==> src/hw/div_settings.svh <==
// Build-time sizes for the divide unit
// The datapath is written for RV32 and has only been sized for a 32-bit word
// DIV_STEPS must stay at DIV_XLEN plus one because the core spends one extra
// cycle on the final remainder restore
`ifndef DIV_SETTINGS_SVH
`define DIV_SETTINGS_SVH

// ----------------------------------------
// Datapath width
// ----------------------------------------

// Operand and result width in bits
`define DIV_XLEN 32

// ----------------------------------------
// Core latency
// ----------------------------------------

// One cycle per quotient bit plus the remainder restore step
`define DIV_STEPS 33

`endif

==> src/hw/div_pkg.sv <==
// Types shared by the divide unit stages
// The enum values must match the decoder that drives op_i in the core
// The sideband record is opaque to the divider and is only read by the result stage

`include "div_settings.svh"

package div_pkg;

    // Operand and result word
    typedef logic [`DIV_XLEN-1:0] word_t;

    // The four RV32M divide operations
    typedef enum logic [1:0] {
        DIV  = 2'b00,
        DIVU = 2'b01,
        REM  = 2'b10,
        REMU = 2'b11
    } div_op_t;

    // Sideband that rides next to the core while it iterates
    // It carries what the result stage needs to undo the sign stripping
    typedef struct packed {
        // Operation, selects quotient or remainder at the end
        div_op_t op;
        // Quotient takes the XOR of the operand signs
        logic    neg_quot;
        // Remainder follows the sign of the dividend
        logic    neg_rem;
        // Original dividend, which is the remainder on divide by zero
        word_t   dividend;
    } div_side_t;

endpackage

==> src/hw/div_operand_stage.sv <==
// First stage of the divide unit
// Signed operands are turned into magnitudes here so the core only sees unsigned values
// The most negative value maps onto itself, which the core reads as 2**(XLEN-1)
// Holds one operation and accepts a new one in the cycle it hands the old one on

`timescale 1ns/1ps
`include "div_settings.svh"

module div_operand_stage (
    input  logic               clk_i,
    input  logic               rst_n_i,

    // Upstream handshake and operands
    input  logic               in_valid_i,
    output logic               in_ready_o,
    input  div_pkg::div_op_t   op_i,
    input  div_pkg::word_t     dividend_i,
    input  div_pkg::word_t     divisor_i,

    // Downstream handshake towards the core
    output logic               opnd_valid_o,
    input  logic               opnd_ready_i,
    output div_pkg::word_t     mag_dividend_o,
    output div_pkg::word_t     mag_divisor_o,
    output div_pkg::div_side_t side_o
);

    // ----------------------------------------
    // Sign decode
    // ----------------------------------------

    logic               is_signed;
    logic               dvd_neg;
    logic               dvs_neg;
    div_pkg::word_t     dvd_mag;
    div_pkg::word_t     dvs_mag;
    div_pkg::div_side_t side_d;
    logic               load;

    // Only DIV and REM treat the operands as two's complement
    assign is_signed = (op_i == div_pkg::DIV) || (op_i == div_pkg::REM);

    assign dvd_neg = is_signed & dividend_i[`DIV_XLEN-1];
    assign dvs_neg = is_signed & divisor_i[`DIV_XLEN-1];

    // Negate the negative operands to get their magnitudes
    assign dvd_mag = dvd_neg ? (~dividend_i + 1'b1) : dividend_i;
    assign dvs_mag = dvs_neg ? (~divisor_i + 1'b1) : divisor_i;

    always_comb begin
        side_d.op       = op_i;
        // Quotient is negative when exactly one operand was negative
        side_d.neg_quot = dvd_neg ^ dvs_neg;
        // The remainder keeps the sign of the dividend in RISC-V
        side_d.neg_rem  = dvd_neg;
        side_d.dividend = dividend_i;
    end

    // ----------------------------------------
    // One-entry register
    // ----------------------------------------

    // Ready while empty, or while the current entry leaves in this cycle
    assign in_ready_o = ~opnd_valid_o | opnd_ready_i;
    assign load       = in_valid_i & in_ready_o;

    always_ff @(posedge clk_i) begin
        if (!rst_n_i) begin
            opnd_valid_o <= 1'b0;
        end else if (in_ready_o) begin
            // Either refilled by a new operation or drained to empty
            opnd_valid_o <= in_valid_i;
        end
    end

    // Payload only moves on an accepted input
    always_ff @(posedge clk_i) begin
        if (load) begin
            mag_dividend_o <= dvd_mag;
            mag_divisor_o  <= dvs_mag;
            side_o         <= side_d;
        end
    end

endmodule

==> src/hw/div_nonrestoring_core.sv <==
// Iterative non-restoring divider on unsigned magnitudes
// Takes exactly DIV_STEPS cycles from acceptance to a valid result
// Accepts a new operation only when idle, so there is no overlap inside the core
// The sideband is carried along untouched and may be of any type
// A zero divisor still runs the full sequence and yields all ones and the dividend

`timescale 1ns/1ps
`include "div_settings.svh"

module div_nonrestoring_core #(
    parameter type SIDE_T = logic
) (
    input  logic           clk_i,
    input  logic           rst_n_i,

    // Operand side
    input  logic           in_valid_i,
    output logic           in_ready_o,
    input  div_pkg::word_t dividend_i,
    input  div_pkg::word_t divisor_i,
    input  SIDE_T          side_i,

    // Result side
    output logic           out_valid_o,
    input  logic           out_ready_i,
    output div_pkg::word_t quotient_o,
    output div_pkg::word_t remainder_o,
    output logic           div_zero_o,
    output SIDE_T          side_o
);

    localparam int XLEN  = `DIV_XLEN;
    // Iterations are the total steps minus the restore cycle
    localparam int ITERS = `DIV_STEPS - 1;
    localparam int CNT_W = $clog2(ITERS);

    typedef enum logic [1:0] {
        S_IDLE,
        S_ITER,
        S_RESTORE,
        S_DONE
    } state_t;

    state_t           state_q;
    logic [CNT_W-1:0] step_q;
    // Partial remainder with one extra bit as the sign
    logic [XLEN:0]    acc_q;
    logic [XLEN:0]    acc_shift;
    logic [XLEN:0]    acc_next;
    // Dividend bits shift out at the top while quotient bits enter at the bottom
    div_pkg::word_t   quot_q;
    div_pkg::word_t   quot_next;
    div_pkg::word_t   divisor_q;
    logic             div_zero_q;
    SIDE_T            side_q;
    logic             accept;

    assign in_ready_o = (state_q == S_IDLE);
    assign accept     = in_valid_i & in_ready_o;

    // ----------------------------------------
    // Iteration datapath
    // ----------------------------------------

    always_comb begin
        // Bring the next dividend bit into the partial remainder
        acc_shift = {acc_q[XLEN-1:0], quot_q[XLEN-1]};
        // The sign before the shift is the true sign even when the shift wraps
        if (acc_q[XLEN]) begin
            acc_next = acc_shift + {1'b0, divisor_q};
        end else begin
            acc_next = acc_shift - {1'b0, divisor_q};
        end
        // A non-negative result means the divisor fitted
        quot_next = {quot_q[XLEN-2:0], ~acc_next[XLEN]};
    end

    // ----------------------------------------
    // Control FSM
    // ----------------------------------------

    always_ff @(posedge clk_i) begin
        if (!rst_n_i) begin
            state_q <= S_IDLE;
            step_q  <= '0;
        end else begin
            case (state_q)
                S_IDLE: begin
                    if (accept) begin
                        state_q <= S_ITER;
                        step_q  <= '0;
                    end
                end
                S_ITER: begin
                    step_q <= step_q + 1'b1;
                    if (step_q == CNT_W'(ITERS - 1)) begin
                        state_q <= S_RESTORE;
                    end
                end
                S_RESTORE: state_q <= S_DONE;
                // Result is held until the result stage takes it
                S_DONE: begin
                    if (out_ready_i) begin
                        state_q <= S_IDLE;
                    end
                end
                default: state_q <= S_IDLE;
            endcase
        end
    end

    always_ff @(posedge clk_i) begin
        if (accept) begin
            acc_q      <= '0;
            quot_q     <= dividend_i;
            divisor_q  <= divisor_i;
            div_zero_q <= (divisor_i == '0);
            side_q     <= side_i;
        end else if (state_q == S_ITER) begin
            acc_q  <= acc_next;
            quot_q <= quot_next;
        end else if ((state_q == S_RESTORE) && acc_q[XLEN]) begin
            // Final correction when the last step left a negative remainder
            acc_q <= acc_q + {1'b0, divisor_q};
        end
    end

    assign out_valid_o = (state_q == S_DONE);
    assign quotient_o  = quot_q;
    assign remainder_o = acc_q[XLEN-1:0];
    assign div_zero_o  = div_zero_q;
    assign side_o      = side_q;

endmodule

==> src/hw/div_result_stage.sv <==
// Last stage of the divide unit
// Puts the signs back, applies the RISC-V divide-by-zero result and picks the output
// Signed overflow needs no special case since the magnitudes already give 0x8000_0000
// and a zero remainder
// The output register accepts a new result in the same cycle the old one is taken

`timescale 1ns/1ps

module div_result_stage (
    input  logic               clk_i,
    input  logic               rst_n_i,

    // From the core
    input  logic               core_valid_i,
    output logic               core_ready_o,
    input  div_pkg::word_t     quotient_i,
    input  div_pkg::word_t     remainder_i,
    input  logic               div_zero_i,
    input  div_pkg::div_side_t side_i,

    // To the writeback
    output logic               out_valid_o,
    input  logic               out_ready_i,
    output div_pkg::word_t     result_o,
    output logic               div_zero_o
);

    // ----------------------------------------
    // Sign restore and select
    // ----------------------------------------

    div_pkg::word_t quot_fix;
    div_pkg::word_t rem_fix;
    div_pkg::word_t result_d;
    logic           load;

    always_comb begin
        if (div_zero_i) begin
            // Divide by zero returns all ones and the untouched dividend
            quot_fix = '1;
            rem_fix  = side_i.dividend;
        end else begin
            quot_fix = side_i.neg_quot ? (~quotient_i + 1'b1) : quotient_i;
            rem_fix  = side_i.neg_rem ? (~remainder_i + 1'b1) : remainder_i;
        end

        // Quotient for the divide ops and remainder for the rest
        case (side_i.op)
            div_pkg::DIV,
            div_pkg::DIVU: result_d = quot_fix;
            default:       result_d = rem_fix;
        endcase
    end

    // ----------------------------------------
    // Output register
    // ----------------------------------------

    // Take a new result while empty or while the held one is being consumed
    assign core_ready_o = ~out_valid_o | out_ready_i;
    assign load         = core_valid_i & core_ready_o;

    always_ff @(posedge clk_i) begin
        if (!rst_n_i) begin
            out_valid_o <= 1'b0;
        end else if (core_ready_o) begin
            out_valid_o <= core_valid_i;
        end
    end

    // Result and flag change only on a transfer from the core
    always_ff @(posedge clk_i) begin
        if (load) begin
            result_o   <= result_d;
            div_zero_o <= div_zero_i;
        end
    end

endmodule

==> src/hw/div_unit_top.sv <==
// Integer divide unit for the RV32 core
// Three stages with valid/ready between them and up to three operations in flight
// An isolated operation shows up on the output 35 cycles after it is accepted
// Results always leave in the order they came in

`timescale 1ns/1ps

module div_unit_top (
    input  logic             clk_i,
    input  logic             rst_n_i,

    // Issue side
    input  logic             in_valid_i,
    output logic             in_ready_o,
    input  div_pkg::div_op_t op_i,
    input  div_pkg::word_t   dividend_i,
    input  div_pkg::word_t   divisor_i,

    // Writeback side
    output logic             out_valid_o,
    input  logic             out_ready_i,
    output div_pkg::word_t   result_o,
    output logic             div_zero_o
);

    // ----------------------------------------
    // Inter-stage links
    // ----------------------------------------

    logic               opnd_valid;
    logic               opnd_ready;
    div_pkg::word_t     mag_dividend;
    div_pkg::word_t     mag_divisor;
    div_pkg::div_side_t side;

    logic               core_valid;
    logic               core_ready;
    div_pkg::word_t     quotient;
    div_pkg::word_t     remainder;
    logic               div_zero;
    div_pkg::div_side_t side_out;

    div_operand_stage u_operand (
        .clk_i          (clk_i),
        .rst_n_i        (rst_n_i),
        .in_valid_i     (in_valid_i),
        .in_ready_o     (in_ready_o),
        .op_i           (op_i),
        .dividend_i     (dividend_i),
        .divisor_i      (divisor_i),
        .opnd_valid_o   (opnd_valid),
        .opnd_ready_i   (opnd_ready),
        .mag_dividend_o (mag_dividend),
        .mag_divisor_o  (mag_divisor),
        .side_o         (side)
    );

    // The core only carries the sideband and never looks inside it
    div_nonrestoring_core #(
        .SIDE_T (div_pkg::div_side_t)
    ) u_core (
        .clk_i       (clk_i),
        .rst_n_i     (rst_n_i),
        .in_valid_i  (opnd_valid),
        .in_ready_o  (opnd_ready),
        .dividend_i  (mag_dividend),
        .divisor_i   (mag_divisor),
        .side_i      (side),
        .out_valid_o (core_valid),
        .out_ready_i (core_ready),
        .quotient_o  (quotient),
        .remainder_o (remainder),
        .div_zero_o  (div_zero),
        .side_o      (side_out)
    );

    div_result_stage u_result (
        .clk_i        (clk_i),
        .rst_n_i      (rst_n_i),
        .core_valid_i (core_valid),
        .core_ready_o (core_ready),
        .quotient_i   (quotient),
        .remainder_i  (remainder),
        .div_zero_i   (div_zero),
        .side_i       (side_out),
        .out_valid_o  (out_valid_o),
        .out_ready_i  (out_ready_i),
        .result_o     (result_o),
        .div_zero_o   (div_zero_o)
    );

endmodule

==> config.mk <==
export PLATFORM = sky130hd
export DESIGN_NAME = div_unit_top
export DESIGN_NICKNAME = d
export VERILOG_FILES = /design/src/hw/div_pkg.sv /design/src/hw/div_operand_stage.sv /design/src/hw/div_nonrestoring_core.sv /design/src/hw/div_result_stage.sv /design/src/hw/div_unit_top.sv
export VERILOG_INCLUDE_DIRS = /design/src /design/src/hw
export SDC_FILE = /design/constraint.sdc
export NUM_CORES = 1
export LEC_CHECK = 0
export BUFFER_PORTS_ARGS = -buffer_cell sky130_fd_sc_hd__clkbuf_2
export CAP_MARGIN = 25
export CORE_MARGIN = 2
export CORE_UTILIZATION = 62
export DETAILED_ROUTE_END_ITERATION = 6
export PLACE_DENSITY = 0.86
export SLEW_MARGIN = 20
export SYNTH_ARGS = -nofsm -noshare
export SYNTH_HDL_FRONTEND = slang
export SYNTH_SLANG_ARGS = --single-unit
==> constraint.sdc <==
create_clock -name clk_i -period 5.1 [get_ports clk_i]
set_input_delay 0.51 -clock clk_i [delete_from_list [all_inputs] [get_ports clk_i]]
set_output_delay 0.51 -clock clk_i [all_outputs]
set_load 0.01 [all_outputs]
* After elaboration in Yosys (flattened, before gate mapping) *
Index checks and enable logic that the tools add are counted.

cells by class
  add/subtract/negate cells = 8
  equality and inequality tests = 9
  mux-type cells = 18
  bitwise operators = 15
  reductions and logical operators = 12

operator list
  kind                                                  number
  two-way mux 32 bit                                    9
  adder 32 x 1 -> 32 bit (second input constant)        4
  inverter 32 bit                                       4
  two-way mux 33 bit                                    3
  adder 33 x 32 -> 33 bit                               2
  subtractor 33 x 32 -> 33 bit                          1
  zero test 32 bit                                      1
  one-hot mux 5 bit (2 select lines)                    1
  one-hot mux 2 bit (4 select lines)                    1
  equality test 2 bit (second input constant)           3
  zero test 2 bit                                       3
  two-way mux 2 bit                                     3
  nonzero test 2 bit                                    3
  adder 5 x 1 -> 5 bit (second input constant)          1
  AND 1 bit                                             5
  equality test 5 bit (second input constant)           1
  two-way mux 5 bit                                     1
  equality test 2 x 1 -> 1 bit (second input constant)  2
  != test 2 bit (second input constant)                 2
  inverter 1 bit                                        3
  AND reduction 3 bit                                   1
  != test 2 x 1 -> 1 bit (second input constant)        1
  OR 1 bit                                              2
  AND reduction 2 bit                                   1
  4 further kinds                                       4

storage, ports and cells
  register bits = 276
  bits of input ports = 70
  output and inout bits = 35
  word-level logic and storage cells = 82

* Longest topological paths before layout *
  depth after elaboration = 5
  depth in mapped cells = 19
  gate-level depth less buffers = 17

* Hierarchy *
A second synthesis with hierarchy kept.

unflattened totals
  cell total of the unflattened synthesis = 1745
  area, all modules = 17369.2 um^2

by module, submodules not included
  module                 instances  cells each  area an instance (um^2)  sequential area each (um^2)
  div_nonrestoring_core  1          1074        9723.1                   3833.7
  div_operand_stage      1          316         4449.3                   2992.9
  div_result_stage       1          355         3196.8                   1011.0

* Worst setup path before layout *
Ideal clock, no wire load.

  path kind = reg2reg
  from = register u_core.divisor_q[3]
  to = register u_core.quot_q[0] (netlist: u_core.quotient_o[0]) (data pin)
  setup time = 260 ps
  arrival time = 4166 ps
  required time = 4840 ps
  setup slack = 674 ps
  cell stages (with the launch flop) = 18
  path buffers = 1
  clock period less this slack = 4426 ps
  cells stage by stage = edfxtp_1 or4_1 nor4_1 nand2_1 or2_2 nor4_1 nor2_1 xor2_1 ha_1 clkbuf_1 nand2_1 or3_1 o211ai_1 a311oi_1 o21ai_0 a31oi_1 xnor2_1 mux2_2

on the way
  word-level cells in the longest chain between the ends = 5
  elaborated cells between the ends (all ways) = 6
  those cells by class = add/sub: 2; mux: 3; bitwise: 1

RTL lines
  what                                                                     RTL line                                                  RTL
  start, declared                                                          div_nonrestoring_core.sv:53                               div_pkg::word_t divisor_q;
  start signal, assigned                                                   div_nonrestoring_core.sv:116                              divisor_q <= divisor_i;
  subtractor 33 x 32 -> 33 bit or adder 33 x 32 -> 33 bit (tied branches)  div_nonrestoring_core.sv:72, div_nonrestoring_core.sv:70
  two-way mux 33 bit (*)                                                   div_nonrestoring_core.sv:69                               if (acc_q[XLEN]) begin
  inverter 1 bit (*)                                                       div_nonrestoring_core.sv:75                               quot_next = {quot_q[XLEN-2:0], ~acc_next[XLEN]};
  two-way mux 32 bit (*)                                                   div_nonrestoring_core.sv:119                              end else if (state_q == S_ITER) begin
  two-way mux 32 bit (*)                                                   div_nonrestoring_core.sv:113                              if (accept) begin
  end signal, assigned                                                     div_nonrestoring_core.sv:115                              quot_q <= dividend_i;
  end signal, assigned                                                     div_nonrestoring_core.sv:121                              quot_q <= quot_next;
  end, declared                                                            div_nonrestoring_core.sv:51                               div_pkg::word_t quot_q;

Mark *: on every way between the ends. The rest lies on a longest branch, timed or not. The select of a mux whose other input is x is not followed.
A chain may end at the register's enable or synchronous reset.

* Final worst setup path *
Same ends and word-level chain as after synthesis.

==> key figures <==
Timing
  • Final Cycle Share: 0.9114
  • Min Clock Period, post-route: 4.648 ns
  • Setup_tns: 0 ns
  • Layout Skew: 0.01199 ns
  • Slew @ Worst Pin: 0.9453 ns
  • Final number of hold-violating endpoints: 0
  • Max-slew headroom: 0.3698
  • Final setup fails: 0
  • Fmax: 0.2151 GHz
  • RSZ-0062 raised after global routing: no
  • Slew Limit Fails: 0

Synthesis
  • Synth cell types: 64
  • Yosys top cell by area: edfxtp_1
  • Commonest cells in the netlist: edfxtp_1, nand2_1, a21oi_1
  • Top-count cell post-synth: edfxtp_1
  • Ys async rst share: 0
  • Synth Register Bits: 273
  • Seq/Total Area, Yosys: 0.4733
  • Top cells by area, synth: edfxtp_1, ha_1, xor2_1, xnor2_1, dfxtp_1
  • Mapped Cells: 1655
  • Top cell type's share of synthesized area: 0.4221
  • Synth warn: 0
  • Number of enable flip-flop cells after synthesis: 231
  • Mapped Area: 16430 um^2
  • Avg Inst Size Synth: 9.929 um^2
  • Prevailing post-synth register cell: edfxtp_1
  • Syn nets: 1802

Worst setup path
  • R2r endpoint: u_core.quotient_o[0]$_DFFE_PP_
  • CP dominant cell by count: nand2_1
  • CP cell instances: or4_1 -> nor4_2 -> nand2_1 -> or2_2 -> nor4_1 -> nor2_1 -> xor2_1 -> ha_1 -> nand2_1 -> or3_1 -> o211ai_1 -> a311oi_1 -> o21ai_0 -> a31oi_1 -> xnor2_1 -> mux2_2
  • Flop-to-flop setup slack: 0.45 ns
  • Worst Setup End Kind: flip-flop
  • WP buf/inv: 0
  • Slowest cell on crit path: or4_1
  • Top cell family by delay on the critical path: simple AND/OR/NAND/NOR gates
  • Worst-path maximum fanout: 7
  • Worst Setup Start Kind: flip-flop
  • Reg2reg start: u_core.divisor_q[3]$_DFFE_PP_
  • R2R depth: 16
  • Critical path type: flip-flop to flip-flop
  • Slowest cell delay on critical path: 0.58 ns
  • Worst path arrival time: 4.95 ns
  • Worst Path Required: 5.41 ns

GRT
  • Vias in the first global route: 12778
  • Remaining Overflow, GRT: 0
  • Initial antenna violation count: 0
  • First-pass GRT wire length: 66570 um
  • Global Route Usage Sum: 0.2980
  • Pin count of the biggest net entering global routing: 67

Route
  • Iteration-0 DRC Markers: 1497
  • Drt pass-1 iters: 7
  • Antenna Nets Post-Route: 0
  • Total Wirelength: 42710 um
  • Residual DRC: 0
  • WL/cell: 20.40 um
  • Via count: 13497
  • DR vias/cell: 6.446

Power
  • PD cells: 606.1 nW/um^2
  • Leakage Power: 7.014 nW
  • Flop pwr share: 0.344
  • Worst vdd ir: 0.4586 mV
  • Int Power: 0.006367 W
  • Combinational share of power: 0.479
  • Power share of the clock group: 0.177
  • P_sw: 0.004654 W
  • Sw frac: 0.4223

CTS
  • Root Driver: clkbuf_16
  • Clock latency on the worst-skew pair: 0.55 ns
  • Number of clock sinks: 273
  • CTS Hold Bufs: 0
  • Clock-pin slew on the worst setup and hold paths: 0.06 ns
  • Setup Fix Bufs, Post-CTS: 0
  • CTS tree: yes
  • Num CTS Buffers: 27
  • Deepest clock path buffer count: 3
  • Htree depth: 1
  • Cts repair resizes: 0

Cells and area
  • NumNets Final: 1885
  • Fillers: 1954
  • Layout Cells excl Fill: 2094
  • Diodes inserted: 0
  • Final Util: 0.6977
  • Share of cells above drive strength 1: 0.1046
  • Layout area overhead: 10.64%

Worst hold path
  • Hold WC Path Type: input pin to flip-flop
  • Hold Path Sink: u_operand.side_o[35]$_DFFE_PP_
  • Min-delay src: op_i[1]
  • Hold Path Stages: 1

Floorplan
  • CORE AREA: 26060 um^2
  • Die Area: 27820 um^2
  • Die width: 166.8 um
  • Die Y: 166.8 um
  • I/O pin cnt: 105
  • Row cnt: 59
  • Initial Util: 0.6306

Placement
  • IO buf count: 104
  • Routability cong.: 0.9749
  • Dpl cells: 2042
  • Hpwl dp: 31180 um

Job
  • # Max-Cap Violations: 0

Status
  • Status: complete, no violations
cells in the final DEF, fill, tap and decap left out, types with 11 or more instances in the layout:
master / count
clkbuf_2: 104
nor3_1: 41
nor2b_1: 11
or4_1: 15
o21bai_1: 12
xor2_1: 98
o21ai_0: 112
a211oi_1: 29
xnor2_1: 97
nor2_1: 112
clkbuf_16: 27
nand2b_1: 17
a21o_1: 38
o31ai_1: 25
edfxtp_1: 231
nand3_1: 25
o21a_1: 12
o41ai_1: 15
o22a_1: 27
ha_1: 74
or3_1: 12
a21oi_1: 120
nand2_1: 214
inv_1: 37
clkbuf_1: 13
buf_4: 18
a31oi_1: 16
nor4_1: 26
dfxtp_1: 42
and3_1: 13
cells by family after synthesis:
group,Yosys count,synth area share
AO/OA/AOI/OAI,460,0.1806
adder cells (fa/ha/maj),77,0.05954
multiplexers,11,0.006853
XOR/XNOR,195,0.1039
flip-flops,273,0.4733
buffers and inverters,111,0.02551
AND/OR/NAND/NOR,528,0.1503
cell type report:
class                      instances  area [um^2]  share of cell area
timing repair buffer             125        713.2             0.03922
multi-input combinational       1271         8255              0.4540
sequential                       273         7777              0.4277
clock buffer                      44        779.5             0.04287
clock inverter                     6        85.08            0.004679
tap                              335        419.2             0.02305
inverter                          40        152.6            0.008395
registers in the layout, indices dropped and copies added (netlist names), 2 cells and up:
register                  flops
u_core.acc_q                 33
u_core.quotient_o            32
u_operand.mag_divisor_o      32
u_operand.side_o             35
u_result.result_o            32
u_operand.mag_dividend_o     31
u_core.divisor_q             32
u_core.side_o                35
u_core.state_q                2
u_core.step_q                 5
layer usage:
layer  vias to the layer above  global-route usage  routed length, um
met2                       689              0.5004              20470
met5                         -                   0                  0
li1                       6307                   -                  -
met1                      6373              0.3952              16910
met3                       128             0.03683               3542
met4                         0              0.1214               1790
worst max-delay path by stage:
stage               slack [ns]                              to  cells past startpoint                     startpoint
floorplan                 0.67  u_core.quotient_o[0]$_DFFE_PP_                     17  u_core.divisor_q[3]$_DFFE_PP_
global placement          0.49  u_core.quotient_o[0]$_DFFE_PP_                     16  u_core.divisor_q[3]$_DFFE_PP_
detailed placement        0.43  u_core.quotient_o[0]$_DFFE_PP_                     16  u_core.divisor_q[3]$_DFFE_PP_
CTS                       0.39  u_core.quotient_o[0]$_DFFE_PP_                     16  u_core.divisor_q[3]$_DFFE_PP_
global route              0.02   u_core.acc_q[29]$_SDFFE_PP0P_                     17  u_core.divisor_q[3]$_DFFE_PP_
finish                    0.45  u_core.quotient_o[0]$_DFFE_PP_                     16  u_core.divisor_q[3]$_DFFE_PP_
power by group through the flow:
stage,Sequential [W],Combinational [W],Clock (W)
global route,0.00384,0.00580,0.00205
detailed placement,0.00381,0.00513,0
finish,0.00379,0.00528,0.00195
floorplan,0.00356,0.00400,0
CTS,0.00377,0.00518,0.00197
global placement,0.00379,0.00502,0
through the flow:
stage	worst slack, ns	total power (W)	area, um^2	hold slack, ns
after floorplan	0.6743	0.007553	16430	0.4003
after global placement	0.4895	0.008804	17250	0.4002
after detailed placement	0.4251	0.008944	17270	0.4045
after CTS	0.3912	0.01093	18130	0.1184
after global routing	0.02153	0.01169	18180	0.1410
final	0.4517	0.01102	18180	0.1336
worst register-to-register path, delay by kind of cell (launching register included):
family / cells / cell delay, ns
AOI/OAI and AO/OA: 4 / 0.90
DFF: 1 / 0.46
and+or+nand+nor: 8 / 2.05
adders and majority gates: 1 / 0.43
muxes: 1 / 0.27
xor gates and xnor gates: 2 / 0.31
Power figures use the tool's default switching activity.
